$ cat config.mk
export PLATFORM = sky130hd
export DESIGN_NAME = sched_top
export DESIGN_NICKNAME = d
export VERILOG_FILES = /design/src/common/sched_pkg.sv /design/src/hw/sched/bit_multiple_age_min.sv /design/src/hw/sched/sched_entries.sv /design/src/hw/sched/cmt_id_alloc.sv /design/src/hw/exec/exec_timer.sv /design/src/hw/exec/exec_alu.sv /design/src/hw/exec/exec_fsm.sv /design/src/hw/sched_top.sv
export SDC_FILE = /design/constraint.sdc
export NUM_CORES = 1
export LEC_CHECK = 0
export ABC_AREA = 1
export BUFFER_PORTS_ARGS = -buffer_cell sky130_fd_sc_hd__buf_2
export CORE_MARGIN = 3
export CORE_UTILIZATION = 33
export DETAILED_ROUTE_END_ITERATION = 8
export SYNTH_ARGS = -nofsm -noshare
export SYNTH_HDL_FRONTEND = slang
export SYNTH_SLANG_ARGS = --single-unit
$ cat constraint.sdc
create_clock -name i_clk -period 6.7 [get_ports i_clk]
set_input_delay 0.335 -clock i_clk [delete_from_list [all_inputs] [get_ports i_clk]]
set_output_delay 0.335 -clock i_clk [all_outputs]
set_load 0.05 [all_outputs]
$ cat src/common/sched_pkg.sv
/*
 * shared definitions for the issue slice
 * widths, commit and group id types, opcode and FSM state enums,
 * and the age compare used by the selector
 * referenced by scoped names only
 */
`default_nettype none

package sched_pkg;

  // commit id width, wrap bit included
  localparam int CMT_ID_W = 5;
  // slots per dispatch bundle
  localparam int DISP_SIZE = 4;
  localparam int TAG_W = 4;

  typedef struct packed {
    logic                wrap;
    logic [CMT_ID_W-2:0] idx;
  } cmt_id_t;

  // one-hot slot position in the bundle
  typedef logic [DISP_SIZE-1:0] grp_id_t;

  typedef enum logic [1:0] {
    OP_ADD,
    OP_SUB,
    OP_XOR,
    OP_MUL
  } op_t;

  typedef enum logic [1:0] {
    S_IDLE,
    S_BUSY,
    S_DONE
  } exec_state_t;

  // true when (id0, grp0) was allocated before (id1, grp1)
  function automatic logic id0_is_older_than_id1(input cmt_id_t id0, input grp_id_t grp0,
                                                 input cmt_id_t id1, input grp_id_t grp1);
    // same bundle, lower slot first
    if (id0 == id1) return grp0 < grp1;
    // same lap of the counter
    if (id0.wrap == id1.wrap) return id0.idx < id1.idx;
    // id1 has wrapped past id0
    return id0.idx > id1.idx;
  endfunction

endpackage

`default_nettype wire

$ cat src/hw/sched/bit_multiple_age_min.sv
/*
 * oldest-entry picker for the scheduler
 * purely combinational linear scan over the valid entries,
 * ordering by commit id with wrap and then by group id
 */
`default_nettype none

module bit_multiple_age_min #(
  parameter int WORDS = 4
) (
  input  wire logic [WORDS-1:0]         i_valids,
  input  wire sched_pkg::cmt_id_t       i_cmt_id [WORDS],
  input  wire sched_pkg::grp_id_t       i_grp_id [WORDS],
  output logic                          o_valid,
  output logic [$clog2(WORDS)-1:0]      o_min_idx
);

  // running best candidate of the scan
  logic [$clog2(WORDS)-1:0] w_best_idx;
  logic                     w_best_valid;
  sched_pkg::cmt_id_t       w_best_cmt;
  sched_pkg::grp_id_t       w_best_grp;

  always_comb begin
    w_best_idx   = '0;
    w_best_valid = 1'b0;
    w_best_cmt   = i_cmt_id[0];
    w_best_grp   = i_grp_id[0];
    for (int i = 0; i < WORDS; i++) begin
      // first valid entry, or one older than the current best
      if (i_valids[i] && (!w_best_valid ||
          sched_pkg::id0_is_older_than_id1(i_cmt_id[i], i_grp_id[i],
                                           w_best_cmt, w_best_grp))) begin
        w_best_idx   = $clog2(WORDS)'(i);
        w_best_valid = 1'b1;
        w_best_cmt   = i_cmt_id[i];
        w_best_grp   = i_grp_id[i];
      end
    end
  end

  assign o_valid   = w_best_valid;
  assign o_min_idx = w_best_idx;

  // two requesting entries never carry the same age
  always_comb begin
    for (int i = 0; i < WORDS; i++) begin
      for (int j = i + 1; j < WORDS; j++) begin
        if (i_valids[i] && i_valids[j])
          assert ({i_cmt_id[i], i_grp_id[i]} != {i_cmt_id[j], i_grp_id[j]})
            else $error("two requesting entries share one commit and group id");
      end
    end
  end

endmodule

`default_nettype wire

$ cat src/hw/sched/sched_entries.sv
/*
 * scheduler entry storage
 * allocates the lowest free slot, readies pending entries on a tag
 * wakeup and frees the entry taken by the execution unit
 */
`default_nettype none

module sched_entries #(
  parameter int WORDS  = 4,
  parameter int DATA_W = 16
) (
  input  wire logic                          i_clk,
  input  wire logic                          i_arst_n,
  input  wire logic                          i_wr,
  input  wire sched_pkg::op_t                i_op,
  input  wire logic [DATA_W-1:0]             i_a,
  input  wire logic [DATA_W-1:0]             i_b,
  input  wire logic [sched_pkg::TAG_W-1:0]   i_tag,
  input  wire logic                          i_rdy,
  input  wire sched_pkg::cmt_id_t            i_cmt_id,
  input  wire sched_pkg::grp_id_t            i_grp_id,
  input  wire logic                          i_wake_valid,
  input  wire logic [sched_pkg::TAG_W-1:0]   i_wake_tag,
  input  wire logic                          i_take,
  input  wire logic [$clog2(WORDS)-1:0]      i_take_idx,
  output logic                               o_full,
  output logic [WORDS-1:0]                   o_ready_vec,
  output sched_pkg::cmt_id_t                 o_cmt_id [WORDS],
  output sched_pkg::grp_id_t                 o_grp_id [WORDS],
  output sched_pkg::op_t                     o_sel_op,
  output logic [DATA_W-1:0]                  o_sel_a,
  output logic [DATA_W-1:0]                  o_sel_b
);

  logic [WORDS-1:0]              r_valid;
  logic [WORDS-1:0]              r_ready;
  sched_pkg::op_t                r_op     [WORDS];
  logic [DATA_W-1:0]             r_a      [WORDS];
  logic [DATA_W-1:0]             r_b      [WORDS];
  logic [sched_pkg::TAG_W-1:0]   r_tag    [WORDS];
  sched_pkg::cmt_id_t            r_cmt_id [WORDS];
  sched_pkg::grp_id_t            r_grp_id [WORDS];
  logic [$clog2(WORDS)-1:0]      w_free_idx;
  logic                          w_wr_rdy;

  // scan downward so the lowest free slot wins
  always_comb begin
    w_free_idx = '0;
    for (int i = WORDS - 1; i >= 0; i--) begin
      if (!r_valid[i]) w_free_idx = $clog2(WORDS)'(i);
    end
  end

  // wakeup in the write cycle also catches the new entry
  assign w_wr_rdy = i_rdy || (i_wake_valid && (i_wake_tag == i_tag));

  always_ff @(posedge i_clk or negedge i_arst_n) begin
    if (!i_arst_n) begin
      r_valid <= '0;
      r_ready <= '0;
    end else begin
      for (int i = 0; i < WORDS; i++) begin
        if (i_wake_valid && r_valid[i] && (r_tag[i] == i_wake_tag)) r_ready[i] <= 1'b1;
      end
      // taken slot is valid, so never the free slot below
      if (i_take) r_valid[i_take_idx] <= 1'b0;
      if (i_wr) begin
        r_valid[w_free_idx] <= 1'b1;
        r_ready[w_free_idx] <= w_wr_rdy;
      end
    end
  end

  // payload only
  always_ff @(posedge i_clk) begin
    if (i_wr) begin
      r_op[w_free_idx]     <= i_op;
      r_a[w_free_idx]      <= i_a;
      r_b[w_free_idx]      <= i_b;
      r_tag[w_free_idx]    <= i_tag;
      r_cmt_id[w_free_idx] <= i_cmt_id;
      r_grp_id[w_free_idx] <= i_grp_id;
    end
  end

  assign o_full      = &r_valid;
  assign o_ready_vec = r_valid & r_ready;
  assign o_cmt_id    = r_cmt_id;
  assign o_grp_id    = r_grp_id;
  assign o_sel_op    = r_op[i_take_idx];
  assign o_sel_a     = r_a[i_take_idx];
  assign o_sel_b     = r_b[i_take_idx];

  // selector and FSM must only take a live, woken entry
  a_take_ready: assert property (@(posedge i_clk) disable iff (!i_arst_n)
    i_take |-> o_ready_vec[i_take_idx]);
  // dispatch handshake at the top must stall on full
  a_no_wr_full: assert property (@(posedge i_clk) disable iff (!i_arst_n)
    i_wr |-> !o_full);

endmodule

`default_nettype wire

$ cat src/hw/sched/cmt_id_alloc.sv
/*
 * commit and group id allocator
 * one commit id per dispatch bundle, one-hot group id per slot;
 * advances on every dispatch transfer
 */
`default_nettype none

module cmt_id_alloc (
  input  wire logic           i_clk,
  input  wire logic           i_arst_n,
  input  wire logic           i_fire,
  input  wire logic           i_last,
  output sched_pkg::cmt_id_t  o_cmt_id,
  output sched_pkg::grp_id_t  o_grp_id
);

  sched_pkg::cmt_id_t r_cmt_id;
  sched_pkg::grp_id_t r_grp_id;
  logic               w_bundle_end;

  // bundle closes on an explicit last or on its final slot
  assign w_bundle_end = i_last || r_grp_id[sched_pkg::DISP_SIZE-1];

  always_ff @(posedge i_clk or negedge i_arst_n) begin
    if (!i_arst_n) begin
      r_cmt_id <= '0;
      r_grp_id <= sched_pkg::grp_id_t'(1);
    end else if (i_fire) begin
      if (w_bundle_end) begin
        // carry out of idx flips the wrap bit
        r_cmt_id <= sched_pkg::cmt_id_t'(r_cmt_id + 1'b1);
        r_grp_id <= sched_pkg::grp_id_t'(1);
      end else begin
        r_grp_id <= r_grp_id << 1;
      end
    end
  end

  assign o_cmt_id = r_cmt_id;
  assign o_grp_id = r_grp_id;

endmodule

`default_nettype wire

$ cat src/hw/exec/exec_timer.sv
/*
 * step timer for the execution unit
 * loads 1 or DATA_W steps and counts down once per cycle;
 * o_last pulses once after the final step has run
 */
`default_nettype none

module exec_timer #(
  parameter int DATA_W = 16
) (
  input  wire logic i_clk,
  input  wire logic i_arst_n,
  input  wire logic i_load,
  input  wire logic i_long,
  output logic      o_last
);

  localparam int CNT_W = $clog2(DATA_W + 1);

  // remaining steps
  logic [CNT_W-1:0] r_cnt;
  // set while a count is live
  logic             r_run;

  always_ff @(posedge i_clk or negedge i_arst_n) begin
    if (!i_arst_n) begin
      r_cnt <= '0;
      r_run <= 1'b0;
    end else if (i_load) begin
      r_cnt <= i_long ? CNT_W'(DATA_W) : CNT_W'(1);
      r_run <= 1'b1;
    end else begin
      if (r_cnt != '0) r_cnt <= r_cnt - 1'b1;
      if (o_last) r_run <= 1'b0;
    end
  end

  assign o_last = r_run && (r_cnt == '0);

endmodule

`default_nettype wire

$ cat src/hw/exec/exec_alu.sv
/*
 * execution datapath
 * latches operands on load, then one step per cycle:
 * single-step ops recompute, MUL runs a shift-add loop
 */
`default_nettype none

module exec_alu #(
  parameter int DATA_W = 16
) (
  input  wire logic              i_clk,
  input  wire logic              i_arst_n,
  input  wire logic              i_load,
  input  wire sched_pkg::op_t    i_op,
  input  wire logic [DATA_W-1:0] i_a,
  input  wire logic [DATA_W-1:0] i_b,
  output logic [DATA_W-1:0]      o_data
);

  sched_pkg::op_t    r_op;
  logic [DATA_W-1:0] r_a;
  logic [DATA_W-1:0] r_b;
  logic [DATA_W-1:0] r_acc;

  // multiplier bits shift out, multiplicand shifts up
  always_ff @(posedge i_clk) begin
    if (i_load) begin
      r_a <= i_a;
      r_b <= i_b;
    end else if (r_op == sched_pkg::OP_MUL) begin
      r_a <= r_a >> 1;
      r_b <= r_b << 1;
    end
  end

  always_ff @(posedge i_clk or negedge i_arst_n) begin
    if (!i_arst_n) begin
      r_op  <= sched_pkg::OP_ADD;
      r_acc <= '0;
    end else if (i_load) begin
      r_op  <= i_op;
      r_acc <= '0;
    end else begin
      case (r_op)
        sched_pkg::OP_ADD: r_acc <= r_a + r_b;
        sched_pkg::OP_SUB: r_acc <= r_a - r_b;
        sched_pkg::OP_XOR: r_acc <= r_a ^ r_b;
        // once r_a is drained the sum stays put
        sched_pkg::OP_MUL: if (r_a[0]) r_acc <= r_acc + r_b;
        default:           r_acc <= r_acc;
      endcase
    end
  end

  assign o_data = r_acc;

endmodule

`default_nettype wire

$ cat src/hw/exec/exec_fsm.sv
/*
 * execution control
 * takes the oldest ready entry when idle, waits for the step timer,
 * then holds the result ids until the consumer accepts
 */
`default_nettype none

module exec_fsm #(
  parameter int WORDS = 4
) (
  input  wire logic                i_clk,
  input  wire logic                i_arst_n,
  input  wire logic                i_sel_valid,
  input  wire logic                i_timer_last,
  input  wire logic                i_res_ready,
  input  wire sched_pkg::cmt_id_t  i_sel_cmt_id,
  input  wire sched_pkg::grp_id_t  i_sel_grp_id,
  output logic                     o_take,
  output logic                     o_res_valid,
  output sched_pkg::cmt_id_t       o_res_cmt_id,
  output sched_pkg::grp_id_t       o_res_grp_id
);

  sched_pkg::exec_state_t r_state;
  sched_pkg::exec_state_t w_state_next;

  always_comb begin
    w_state_next = r_state;
    case (r_state)
      sched_pkg::S_IDLE: if (i_sel_valid) w_state_next = sched_pkg::S_BUSY;
      sched_pkg::S_BUSY: if (i_timer_last) w_state_next = sched_pkg::S_DONE;
      sched_pkg::S_DONE: if (i_res_ready) w_state_next = sched_pkg::S_IDLE;
      default:           w_state_next = sched_pkg::S_IDLE;
    endcase
  end

  always_ff @(posedge i_clk or negedge i_arst_n) begin
    if (!i_arst_n) r_state <= sched_pkg::S_IDLE;
    else           r_state <= w_state_next;
  end

  // ids of the entry in flight
  always_ff @(posedge i_clk) begin
    if (o_take) begin
      o_res_cmt_id <= i_sel_cmt_id;
      o_res_grp_id <= i_sel_grp_id;
    end
  end

  assign o_take      = (r_state == sched_pkg::S_IDLE) && i_sel_valid;
  assign o_res_valid = (r_state == sched_pkg::S_DONE);

  // stored entries plus the one in flight must fit half the id range
  initial begin
    assert (WORDS + 1 <= (1 << (sched_pkg::CMT_ID_W - 1)))
      else $error("too many entries for the commit id width");
  end

  // the step timer only finishes an op in flight
  a_last_busy: assert property (@(posedge i_clk) disable iff (!i_arst_n)
    i_timer_last |-> (r_state == sched_pkg::S_BUSY));
  // result ids held while back-pressured
  a_res_hold: assert property (@(posedge i_clk) disable iff (!i_arst_n)
    o_res_valid && !i_res_ready |=>
      o_res_valid && $stable(o_res_cmt_id) && $stable(o_res_grp_id));

endmodule

`default_nettype wire

$ cat src/hw/sched_top.sv
/*
 * issue slice top level
 * dispatch into a small scheduler, oldest-ready selection by age,
 * one execution unit with a held result on a valid/ready port
 */
`default_nettype none

module sched_top #(
  parameter int WORDS  = 4,
  parameter int DATA_W = 16
) (
  input  wire logic                        i_clk,
  input  wire logic                        i_arst_n,
  // dispatch
  input  wire logic                        i_dsp_valid,
  output logic                             o_dsp_ready,
  input  wire sched_pkg::op_t              i_dsp_op,
  input  wire logic [DATA_W-1:0]           i_dsp_a,
  input  wire logic [DATA_W-1:0]           i_dsp_b,
  input  wire logic [sched_pkg::TAG_W-1:0] i_dsp_tag,
  input  wire logic                        i_dsp_rdy,
  input  wire logic                        i_dsp_last,
  // wakeup broadcast
  input  wire logic                        i_wake_valid,
  input  wire logic [sched_pkg::TAG_W-1:0] i_wake_tag,
  // result
  output logic                             o_res_valid,
  input  wire logic                        i_res_ready,
  output logic [DATA_W-1:0]                o_res_data,
  output sched_pkg::cmt_id_t               o_res_cmt_id,
  output sched_pkg::grp_id_t               o_res_grp_id
);

  logic                     w_fire;
  logic                     w_full;
  sched_pkg::cmt_id_t       w_cmt_id;
  sched_pkg::grp_id_t       w_grp_id;
  logic [WORDS-1:0]         w_ready_vec;
  sched_pkg::cmt_id_t       w_ent_cmt_id [WORDS];
  sched_pkg::grp_id_t       w_ent_grp_id [WORDS];
  logic                     w_sel_valid;
  logic [$clog2(WORDS)-1:0] w_sel_idx;
  logic                     w_take;
  logic                     w_timer_last;
  sched_pkg::op_t           w_sel_op;
  logic [DATA_W-1:0]        w_sel_a;
  logic [DATA_W-1:0]        w_sel_b;

  assign o_dsp_ready = !w_full;
  assign w_fire      = i_dsp_valid && o_dsp_ready;

  cmt_id_alloc u_cmt_id_alloc (
    .i_clk    (i_clk),
    .i_arst_n (i_arst_n),
    .i_fire   (w_fire),
    .i_last   (i_dsp_last),
    .o_cmt_id (w_cmt_id),
    .o_grp_id (w_grp_id)
  );

  sched_entries #(.WORDS(WORDS), .DATA_W(DATA_W)) u_sched_entries (
    .i_clk        (i_clk),
    .i_arst_n     (i_arst_n),
    .i_wr         (w_fire),
    .i_op         (i_dsp_op),
    .i_a          (i_dsp_a),
    .i_b          (i_dsp_b),
    .i_tag        (i_dsp_tag),
    .i_rdy        (i_dsp_rdy),
    .i_cmt_id     (w_cmt_id),
    .i_grp_id     (w_grp_id),
    .i_wake_valid (i_wake_valid),
    .i_wake_tag   (i_wake_tag),
    .i_take       (w_take),
    .i_take_idx   (w_sel_idx),
    .o_full       (w_full),
    .o_ready_vec  (w_ready_vec),
    .o_cmt_id     (w_ent_cmt_id),
    .o_grp_id     (w_ent_grp_id),
    .o_sel_op     (w_sel_op),
    .o_sel_a      (w_sel_a),
    .o_sel_b      (w_sel_b)
  );

  bit_multiple_age_min #(.WORDS(WORDS)) u_age_min (
    .i_valids  (w_ready_vec),
    .i_cmt_id  (w_ent_cmt_id),
    .i_grp_id  (w_ent_grp_id),
    .o_valid   (w_sel_valid),
    .o_min_idx (w_sel_idx)
  );

  exec_fsm #(.WORDS(WORDS)) u_exec_fsm (
    .i_clk        (i_clk),
    .i_arst_n     (i_arst_n),
    .i_sel_valid  (w_sel_valid),
    .i_timer_last (w_timer_last),
    .i_res_ready  (i_res_ready),
    .i_sel_cmt_id (w_ent_cmt_id[w_sel_idx]),
    .i_sel_grp_id (w_ent_grp_id[w_sel_idx]),
    .o_take       (w_take),
    .o_res_valid  (o_res_valid),
    .o_res_cmt_id (o_res_cmt_id),
    .o_res_grp_id (o_res_grp_id)
  );

  // MUL is the only multi-step op
  exec_timer #(.DATA_W(DATA_W)) u_exec_timer (
    .i_clk    (i_clk),
    .i_arst_n (i_arst_n),
    .i_load   (w_take),
    .i_long   (w_sel_op == sched_pkg::OP_MUL),
    .o_last   (w_timer_last)
  );

  exec_alu #(.DATA_W(DATA_W)) u_exec_alu (
    .i_clk    (i_clk),
    .i_arst_n (i_arst_n),
    .i_load   (w_take),
    .i_op     (w_sel_op),
    .i_a      (w_sel_a),
    .i_b      (w_sel_b),
    .o_data   (o_res_data)
  );

endmodule

`default_nettype wire

==> reports/metrics.json, run 1 <==
{
  "status": {"value": "complete, but fails checks"},
  "failed_checks": {"value": "hold timing"},
  "hp-class": {"value": "in2async"},
  "dp_hpwl": {"value": 21.9, "unit": "mm"},
  "crit_slowest_cell": {"value": "sky130_fd_sc_hd__edfxtp_1"},
  "largest_net_degree_at_the_start_of_global_routing": {"value": 44},
  "setup_violation_total_in_the_final_timing_report": {"value": 0},
  "setup.worst_path.start_class": {"value": "flop"},
  "grt_setup_unrepaired": {"value": "false"},
  "critical-path-top-cell-by-count": {"value": "sky130_fd_sc_hd__nand2_1"},
  "ys.warnings.count": {"value": 0},
  "nets": {"value": 1493},
  "initial_utilization": {"value": 33.7, "unit": "%"},
  "synthFlopType": {"value": "sky130_fd_sc_hd__edfxtp_1"},
  "grt-ovfl-total": {"value": 0},
  "timing.critical_path.arrival": {"value": 6.28, "unit": "ns"},
  "core_area": {"value": 39000, "unit": "um^2"},
  "avgViaCountPerCell": {"value": 4.75},
  "route.detailed.wl_per_inst": {"value": 16.2, "unit": "um"},
  "postSynthNetCount": {"value": 1383},
  "clock_tree.buffer_depth": {"value": 3},
  "fmax": {"value": 0.167, "unit": "GHz"},
  "stage_delay_of_the_slowest_cell_on_the_critical_path": {"value": 0.40, "unit": "ns"},
  "synth_largest_area_cell": {"value": "sky130_fd_sc_hd__edfxtp_1"},
  "vias_in_the_first_global_route": {"value": 8928},
  "cts_made_buffers": {"value": 29},
  "max_slew.worst_pin.slew": {"value": 1.08, "unit": "ns"},
  "layout.area.seq": {"value": 7950, "unit": "um^2"},
  "cts-root-buf": {"value": "sky130_fd_sc_hd__clkbuf_16"},
  "worst_clock_skew": {"value": 0.0125, "unit": "ns"},
  "post-route-min-period": {"value": 5.99, "unit": "ns"},
  "cts.sink_count": {"value": 272},
  "yosys-top-cells-area": {"value": "sky130_fd_sc_hd__edfxtp_1, sky130_fd_sc_hd__nand2_1, sky130_fd_sc_hd__dfrtp_1"},
  "multi_input_comb_area": {"value": 4390, "unit": "um^2"},
  "cts_tree": {"value": "yes"},
  "placementRows": {"value": 72},
  "route.final.wire_length": {"value": 31.3, "unit": "mm"},
  "synth_top_area_share": {"value": 52.4, "unit": "%"},
  "top_level_ports": {"value": 76},
  "cts_htree_levels": {"value": 1},
  "floorplan.die.height": {"value": 205, "unit": "um"},
  "worstPathMaxFanout": {"value": 26},
  "initial_antenna_violation_count": {"value": 0},
  "worst_slew_margin_rel": {"value": 28.1, "unit": "%"},
  "cts.reportedPaths.clkPinSlew": {"value": 0.06, "unit": "ns"},
  "synth_enable_flop_cells": {"value": 229},
  "io_buffers": {"value": 75},
  "flow.area_growth_from_synthesis": {"value": 16.2, "unit": "%"},
  "clock_latency": {"value": 0.54, "unit": "ns"},
  "vias": {"value": 9153},
  "average_cell_area_after_synthesis": {"value": 10.3, "unit": "um^2"},
  "globalRouteTotalUtil": {"value": 14.8, "unit": "%"},
  "drt_iter0_drc": {"value": 682},
  "drcViolationCount": {"value": 0},
  "setup_total_negative_slack": {"value": 0, "unit": "ns"},
  "insertedDiodeCount": {"value": 0},
  "kind_of_capture_point_of_the_worst_setup_path": {"value": "flop"},
  "synth_area": {"value": 13100, "unit": "um^2"},
  "layout.cells.non_filler": {"value": 1925},
  "ys_seq_area_share": {"value": 60.6, "unit": "%"},
  "postSynth.asyncResetShare": {"value": 15.8, "unit": "%"},
  "grt_first_pass_wirelength": {"value": 49.4, "unit": "mm"},
  "hold-worst-slack": {"value": -0.0245, "unit": "ns"},
  "syn-instance-count": {"value": 1275},
  "timing.final.max_slew_violations": {"value": 0},
  "die-width": {"value": 205, "unit": "um"},
  "timing.critical_path.required": {"value": 6.99, "unit": "ns"},
  "synth_cell_types": {"value": 49},
  "fp.dieArea": {"value": 42200, "unit": "um^2"},
  "drt_first_pass_iters": {"value": 5},
  "detail-route-antenna-nets": {"value": 0},
  "nFillCells": {"value": 3725},
  "fin_util": {"value": 39.1, "unit": "%"},
  "fraction_of_layout_instances_using_a_drive_strength_above_1": {"value": 12.7, "unit": "%"},
  "timing.final.hold_violations": {"value": 14},
  "ys_seq_elements": {"value": 272},
  "cap_viol_max_count": {"value": 0},
  "worst-setup-path-type": {"value": "reg2reg"},
  "place_inst": {"value": 1847},
  "timing.final.crit_share": {"value": 89.4, "unit": "%"},
  "finalWeightedCongestion": {"value": 0.860}
}
==> Yosys cell counts, drive strengths merged, types with 3 or more instances <==
master and count:
clkinv 4, o2111ai 3, nand3 81, a211oi 5
a31oi 3, clkbuf 11, o21ai 79, ha 57
buf 27, o31ai 5, a21oi 59, nor2 72
xor2 14, edfxtp 229, a2111oi 3, nor3 7
o211ai 10, o221ai 5, dfrtp 42, inv 145
o22a 6, or2 4, nand2 364, o22ai 6
xnor2 7, o21bai 11
==> through the flow <==
stage | hold WS, ns | setup WS, ns | instance area (um^2)
after floorplan | 0.0394 | 1.01 | 13100
after global placement | 0.484 | 0.714 | 14100
after detailed placement | 0.489 | 0.555 | 14100
after CTS | 0.000838 | 0.544 | 15200
after global routing | 0.00778 | 0.00583 | 15300
final | -0.0245 | 0.709 | 15300
==> cells in the final DEF, fill, tap and decap left out, types with 42 or more instances in the layout <==
cell type / Yosys / routed
sky130_fd_sc_hd__nand3_1: 77 / 77
sky130_fd_sc_hd__o21ai_0: 69 / 69
sky130_fd_sc_hd__inv_1: 139 / 135
sky130_fd_sc_hd__dfrtp_1: 42 / 42
sky130_fd_sc_hd__nand2_1: 348 / 348
sky130_fd_sc_hd__edfxtp_1: 229 / 229
sky130_fd_sc_hd__buf_2: 16 / 75
sky130_fd_sc_hd__a21oi_1: 58 / 58
sky130_fd_sc_hd__nor2_1: 71 / 71
sky130_fd_sc_hd__ha_1: 57 / 57
==> routing by layer <==
layer	vias up	part of all wire [%]	GRT usage (%)
li1	4559	-	-
met1	4300	48	21.9
met2	253	44	22.8
met3	41	5.7	2.09
met4	0	2.1	4.15
met5	-	0	0
==> worst paths after layout <==
| check | from | endpoint | slack, ns | depth (start not counted) |
|---|---|---|---|---|
| setup / recovery | u_sched_entries.o_cmt_id[13]$_DFFE_PP_ | u_exec_alu.r_b[15]$_DFFE_PP_ | 0.71 | 39 |
| hold / removal | i_arst_n | u_cmt_id_alloc.o_grp_id[2]$_DFFE_PN0P_ | -0.02 | 1 |
| setup reg to reg | u_sched_entries.o_cmt_id[13]$_DFFE_PP_ | u_exec_alu.r_b[15]$_DFFE_PP_ | 0.71 | 39 |
| hold reg to reg | u_exec_timer.r_cnt[3]$_DFFE_PN0P_ | u_exec_timer.r_cnt[3]$_DFFE_PN0P_ | 0.49 | 1 |
| max in group asynchronous | i_arst_n | u_exec_alu.o_data[10]$_DFFE_PN0P_ | 6.04 | 1 |
| min in group i_clk | i_dsp_a[1] | u_sched_entries.r_a[2][1]$_DFFE_PP_ | 0.02 | 1 |
==> what timing repair did <==
action,4_1_cts,5_1_grt
gates resized for setup,0,3
endpoints found under the hold margin,80,0
endpoints found under the setup margin,0,16
hold buffers,22,0
setup buffers,0,3
==> flip-flops by register name (all words and copies together) (netlist names), 4 cells and up <==
register,flops
u_sched_entries.r_a,64
u_sched_entries.r_b,64
u_sched_entries.o_cmt_id,20
u_exec_alu.o_data,16
u_exec_alu.r_a,16
u_exec_alu.r_b,16
u_sched_entries.o_grp_id,16
u_sched_entries.r_tag,16
u_sched_entries.r_op,8
u_cmt_id_alloc.o_cmt_id,5
u_exec_fsm.o_res_cmt_id,5
u_exec_timer.r_cnt,5
u_cmt_id_alloc.o_grp_id,4
u_exec_fsm.o_res_grp_id,4
u_sched_entries.r_ready,4
u_sched_entries.r_valid,4
==> area by class of cell <==
cell class | count | share of cell area, %
inverters | 149 | 3.70
flip-flops and latches | 272 | 52.1
repair buffers | 117 | 5.13
multi-input cells | 816 | 28.8
clock inverters | 18 | 1.11
clock buffers | 35 | 4.90
well taps | 518 | 4.25
==> worst max-delay path, delay by kind of cell (launching register included) <==
family,cells,cell delay [ns]
AND/OR/NAND/NOR,22,1.96
AO/OA/AOI/OAI,6,1.38
buffers and inverters,8,1.07
adder cells (fa/ha/maj),3,0.91
flip-flops,1,0.40
==> kinds of logic (layout without fill, tap and decap cells) <==
kind of cell | after synthesis | count (layout) | share of synthesized area (%)
xor+xnor | 21 | 21 | 1.40
buf+inv | 187 | 319 | 5.96
simple gates | 531 | 531 | 16.9
compound gates | 204 | 204 | 9.37
flops | 272 | 272 | 60.6
mux | 1 | 1 | 0.0858
fa+ha+maj | 59 | 59 | 5.74
Power of run 1 is left out: the tool's default activity adds up to more than one toggle a clock period on the data nets, which glitch-free logic cannot reach.
==> run 2: changes to the inputs <==
REMOVE_ABC_BUFFERS = 1   (was unset)
==> run 2 against run 1 <==
Compared with the run above:
- the flow now finishes without violations
- global-route usage decreased by 0.68 points
- clock-buffer cell count increased by 5
- via count decreased by 1.3%
- cell area increased by 0.27%
- non-clock buffer count increased by 6
- sequential cell count unchanged
- utilization increased by 0.11 points
- fmax increased by 2.0%
- critical path depth increased by 1
- register-to-register slack improved by 0.12 ns
- sequential share of layout area decreased by 0.14 points
- clock skew increased by 0.0017 ns
- largest cell class unchanged
==> reports/metrics.json, run 2 (same netlist as run 1, synthesis figures left out) <==
{
  "core_area": {"value": 39000, "unit": "um^2"},
  "cts_tree": {"value": "yes"},
  "holdPathEnd": {"value": "u_sched_entries.r_b[1][14]$_DFFE_PP_"},
  "fraction_of_layout_instances_using_a_drive_strength_above_1": {"value": 12.7, "unit": "%"},
  "clock_latency": {"value": 0.55, "unit": "ns"},
  "timing.critical_path.arrival": {"value": 6.26, "unit": "ns"},
  "cts-root-buf": {"value": "sky130_fd_sc_hd__clkbuf_16"},
  "cts_htree_levels": {"value": 1},
  "drt_first_pass_iters": {"value": 5},
  "setup_total_negative_slack": {"value": 0, "unit": "ns"},
  "globalRouteTotalUtil": {"value": 14.1, "unit": "%"},
  "kind_of_capture_point_of_the_worst_setup_path": {"value": "flop"},
  "setup.worst_path.start_class": {"value": "flop"},
  "reg2reg_from": {"value": "u_sched_entries.o_cmt_id[12]$_DFFE_PP_"},
  "post-route-min-period": {"value": 5.87, "unit": "ns"},
  "r2r-end": {"value": "u_exec_alu.r_b[15]$_DFFE_PP_"},
  "drt_iter0_drc": {"value": 576},
  "cts.sink_count": {"value": 272},
  "avgViaCountPerCell": {"value": 4.68},
  "most-common-layout-cells": {"value": "sky130_fd_sc_hd__nand2_1, sky130_fd_sc_hd__edfxtp_1, sky130_fd_sc_hd__inv_1, sky130_fd_sc_hd__nand3_1, sky130_fd_sc_hd__buf_2"},
  "crit_slowest_cell": {"value": "sky130_fd_sc_hd__edfxtp_1"},
  "timing.final.crit_share": {"value": 87.7, "unit": "%"},
  "r2r_slack": {"value": 0.83, "unit": "ns"},
  "critical-path-top-cell-by-count": {"value": "sky130_fd_sc_hd__nand2_1"},
  "worstPathMaxFanout": {"value": 20},
  "stage_delay_of_the_slowest_cell_on_the_critical_path": {"value": 0.39, "unit": "ns"},
  "cts.reportedPaths.clkPinSlew": {"value": 0.06, "unit": "ns"},
  "timing.critical_path.required": {"value": 7.09, "unit": "ns"},
  "timing.final.max_slew_violations": {"value": 0},
  "fp.dieArea": {"value": 42200, "unit": "um^2"},
  "status": {"value": "complete, no violations"},
  "cts.repair_timing.setup_buffer_count": {"value": 0},
  "worst-setup-path-type": {"value": "reg2reg"},
  "placement.setup.worst_slack": {"value": 0.622, "unit": "ns"},
  "finalWeightedCongestion": {"value": 0.839},
  "drcViolationCount": {"value": 0},
  "grt-ovfl-total": {"value": 0},
  "placementRows": {"value": 72},
  "cap_viol_max_count": {"value": 0},
  "vias_in_the_first_global_route": {"value": 8967},
  "largest_net_degree_at_the_start_of_global_routing": {"value": 44},
  "fmax": {"value": 0.170, "unit": "GHz"},
  "io_buffers": {"value": 75},
  "worst_slew_margin_rel": {"value": 57.1, "unit": "%"},
  "grt_first_pass_wirelength": {"value": 47.7, "unit": "mm"},
  "nets": {"value": 1499},
  "place_inst": {"value": 1849},
  "timing.reg2reg.worst_path_depth": {"value": 40},
  "route.final.wire_length": {"value": 29.7, "unit": "mm"},
  "hold-worst-slack": {"value": 0.0172, "unit": "ns"},
  "worst_clock_skew": {"value": 0.0143, "unit": "ns"},
  "detail-route-antenna-nets": {"value": 0},
  "timing.final.ws_setup": {"value": 0.826, "unit": "ns"},
  "layout.cells.non_filler": {"value": 1932},
  "initial_utilization": {"value": 33.7, "unit": "%"},
  "top_level_ports": {"value": 76},
  "initial_antenna_violation_count": {"value": 2},
  "cts_made_buffers": {"value": 29},
  "floorplan.die.height": {"value": 205, "unit": "um"},
  "grt_setup_unrepaired": {"value": "false"},
  "route.detailed.wl_per_inst": {"value": 15.4, "unit": "um"},
  "hold_path_depth": {"value": 1},
  "clock_tree.buffer_depth": {"value": 3},
  "dp_hpwl": {"value": 21.0, "unit": "mm"},
  "timing.final.hold_violations": {"value": 0},
  "commonest_non_fill_non_tap_cell_in_the_layout": {"value": "sky130_fd_sc_hd__nand2_1"},
  "vias": {"value": 9036},
  "max_slew.worst_pin.slew": {"value": 0.643, "unit": "ns"},
  "setup_violation_total_in_the_final_timing_report": {"value": 0},
  "hp-class": {"value": "in2reg"},
  "hold_path_startpoint": {"value": "i_dsp_b[14]"},
  "die-width": {"value": 205, "unit": "um"},
  "flow.area_growth_from_synthesis": {"value": 16.5, "unit": "%"}
}
run 2: cell count changes in the layout (fill, tap and decap cells not counted), sizes merged:
| cell | change |
|---|---|
| bufinv | -1 |
| clkinv | -3 |
| buf | -1 |
| clkinvlp | -1 |
| diode | +1 |
| clkbuf | +5 |
| dlygate4sd3 | +7 |
run 2: critical path: cells and delay by family, from the launching register on:
kind / cells / cell delay [ns]
simple gates: 21 / 1.80
fa+ha+maj: 3 / 0.90
buf+inv: 9 / 1.19
compound gates: 7 / 1.42
flops: 1 / 0.39
run 2: area by class of cell:
class                      count  area [um^2]
inverter                     149          563
sequential                   272         7950
clock inverter                13          123
multi-input combinational    816         4390
tap                          518          648
timing repair buffer         123          821
clock buffer                  40          797
antenna                        1         2.50
fill                        3810        23700
run 2: worst max-delay path by stage:
stage                                           start                            to  slack, ns  depth (start not counted)
2_1_floorplan  u_sched_entries.o_cmt_id[13]$_DFFE_PP_   u_exec_alu.r_a[0]$_DFFE_PP_       0.88                         36
3_3_place_gp   u_sched_entries.o_cmt_id[13]$_DFFE_PP_   u_exec_alu.r_a[0]$_DFFE_PP_       0.67                         39
3_5_place_dp   u_sched_entries.o_cmt_id[13]$_DFFE_PP_   u_exec_alu.r_a[0]$_DFFE_PP_       0.62                         39
4_1_cts        u_sched_entries.o_cmt_id[12]$_DFFE_PP_   u_exec_alu.r_a[0]$_DFFE_PP_       0.61                         39
5_1_grt        u_sched_entries.o_cmt_id[13]$_DFFE_PP_  u_exec_alu.r_b[15]$_DFFE_PP_       0.03                         40
6_report       u_sched_entries.o_cmt_id[12]$_DFFE_PP_  u_exec_alu.r_b[15]$_DFFE_PP_       0.83                         40
run 2: timing repair:
item,CTS,global route
resized for setup,0,3
hold endpoints to repair,151,0
setup endpoints to repair,0,6
hold buffers,29,0
run 2: layer usage:
metal  routed length [um]  vias to the layer above  global-route usage (%)
met3                 1290                       28                    2.18
li1                     -                     4580                       -
met4                  435                        2                    3.08
met5                    7                        -                       0
met1                13600                     4263                    18.9
met2                14400                      163                    24.4
run 2: stage by stage:
| step | util, % | area [um^2] |
|---|---|---|
| after floorplan | - | 12900 |
| after global placement | 36.1 | 14100 |
| after detailed placement | 36.1 | 14100 |
| after CTS | 39.2 | 15300 |
| after global routing | 39.2 | 15300 |
| final | 39.2 | 15300 |
Power of run 2 is left out for the same reason.
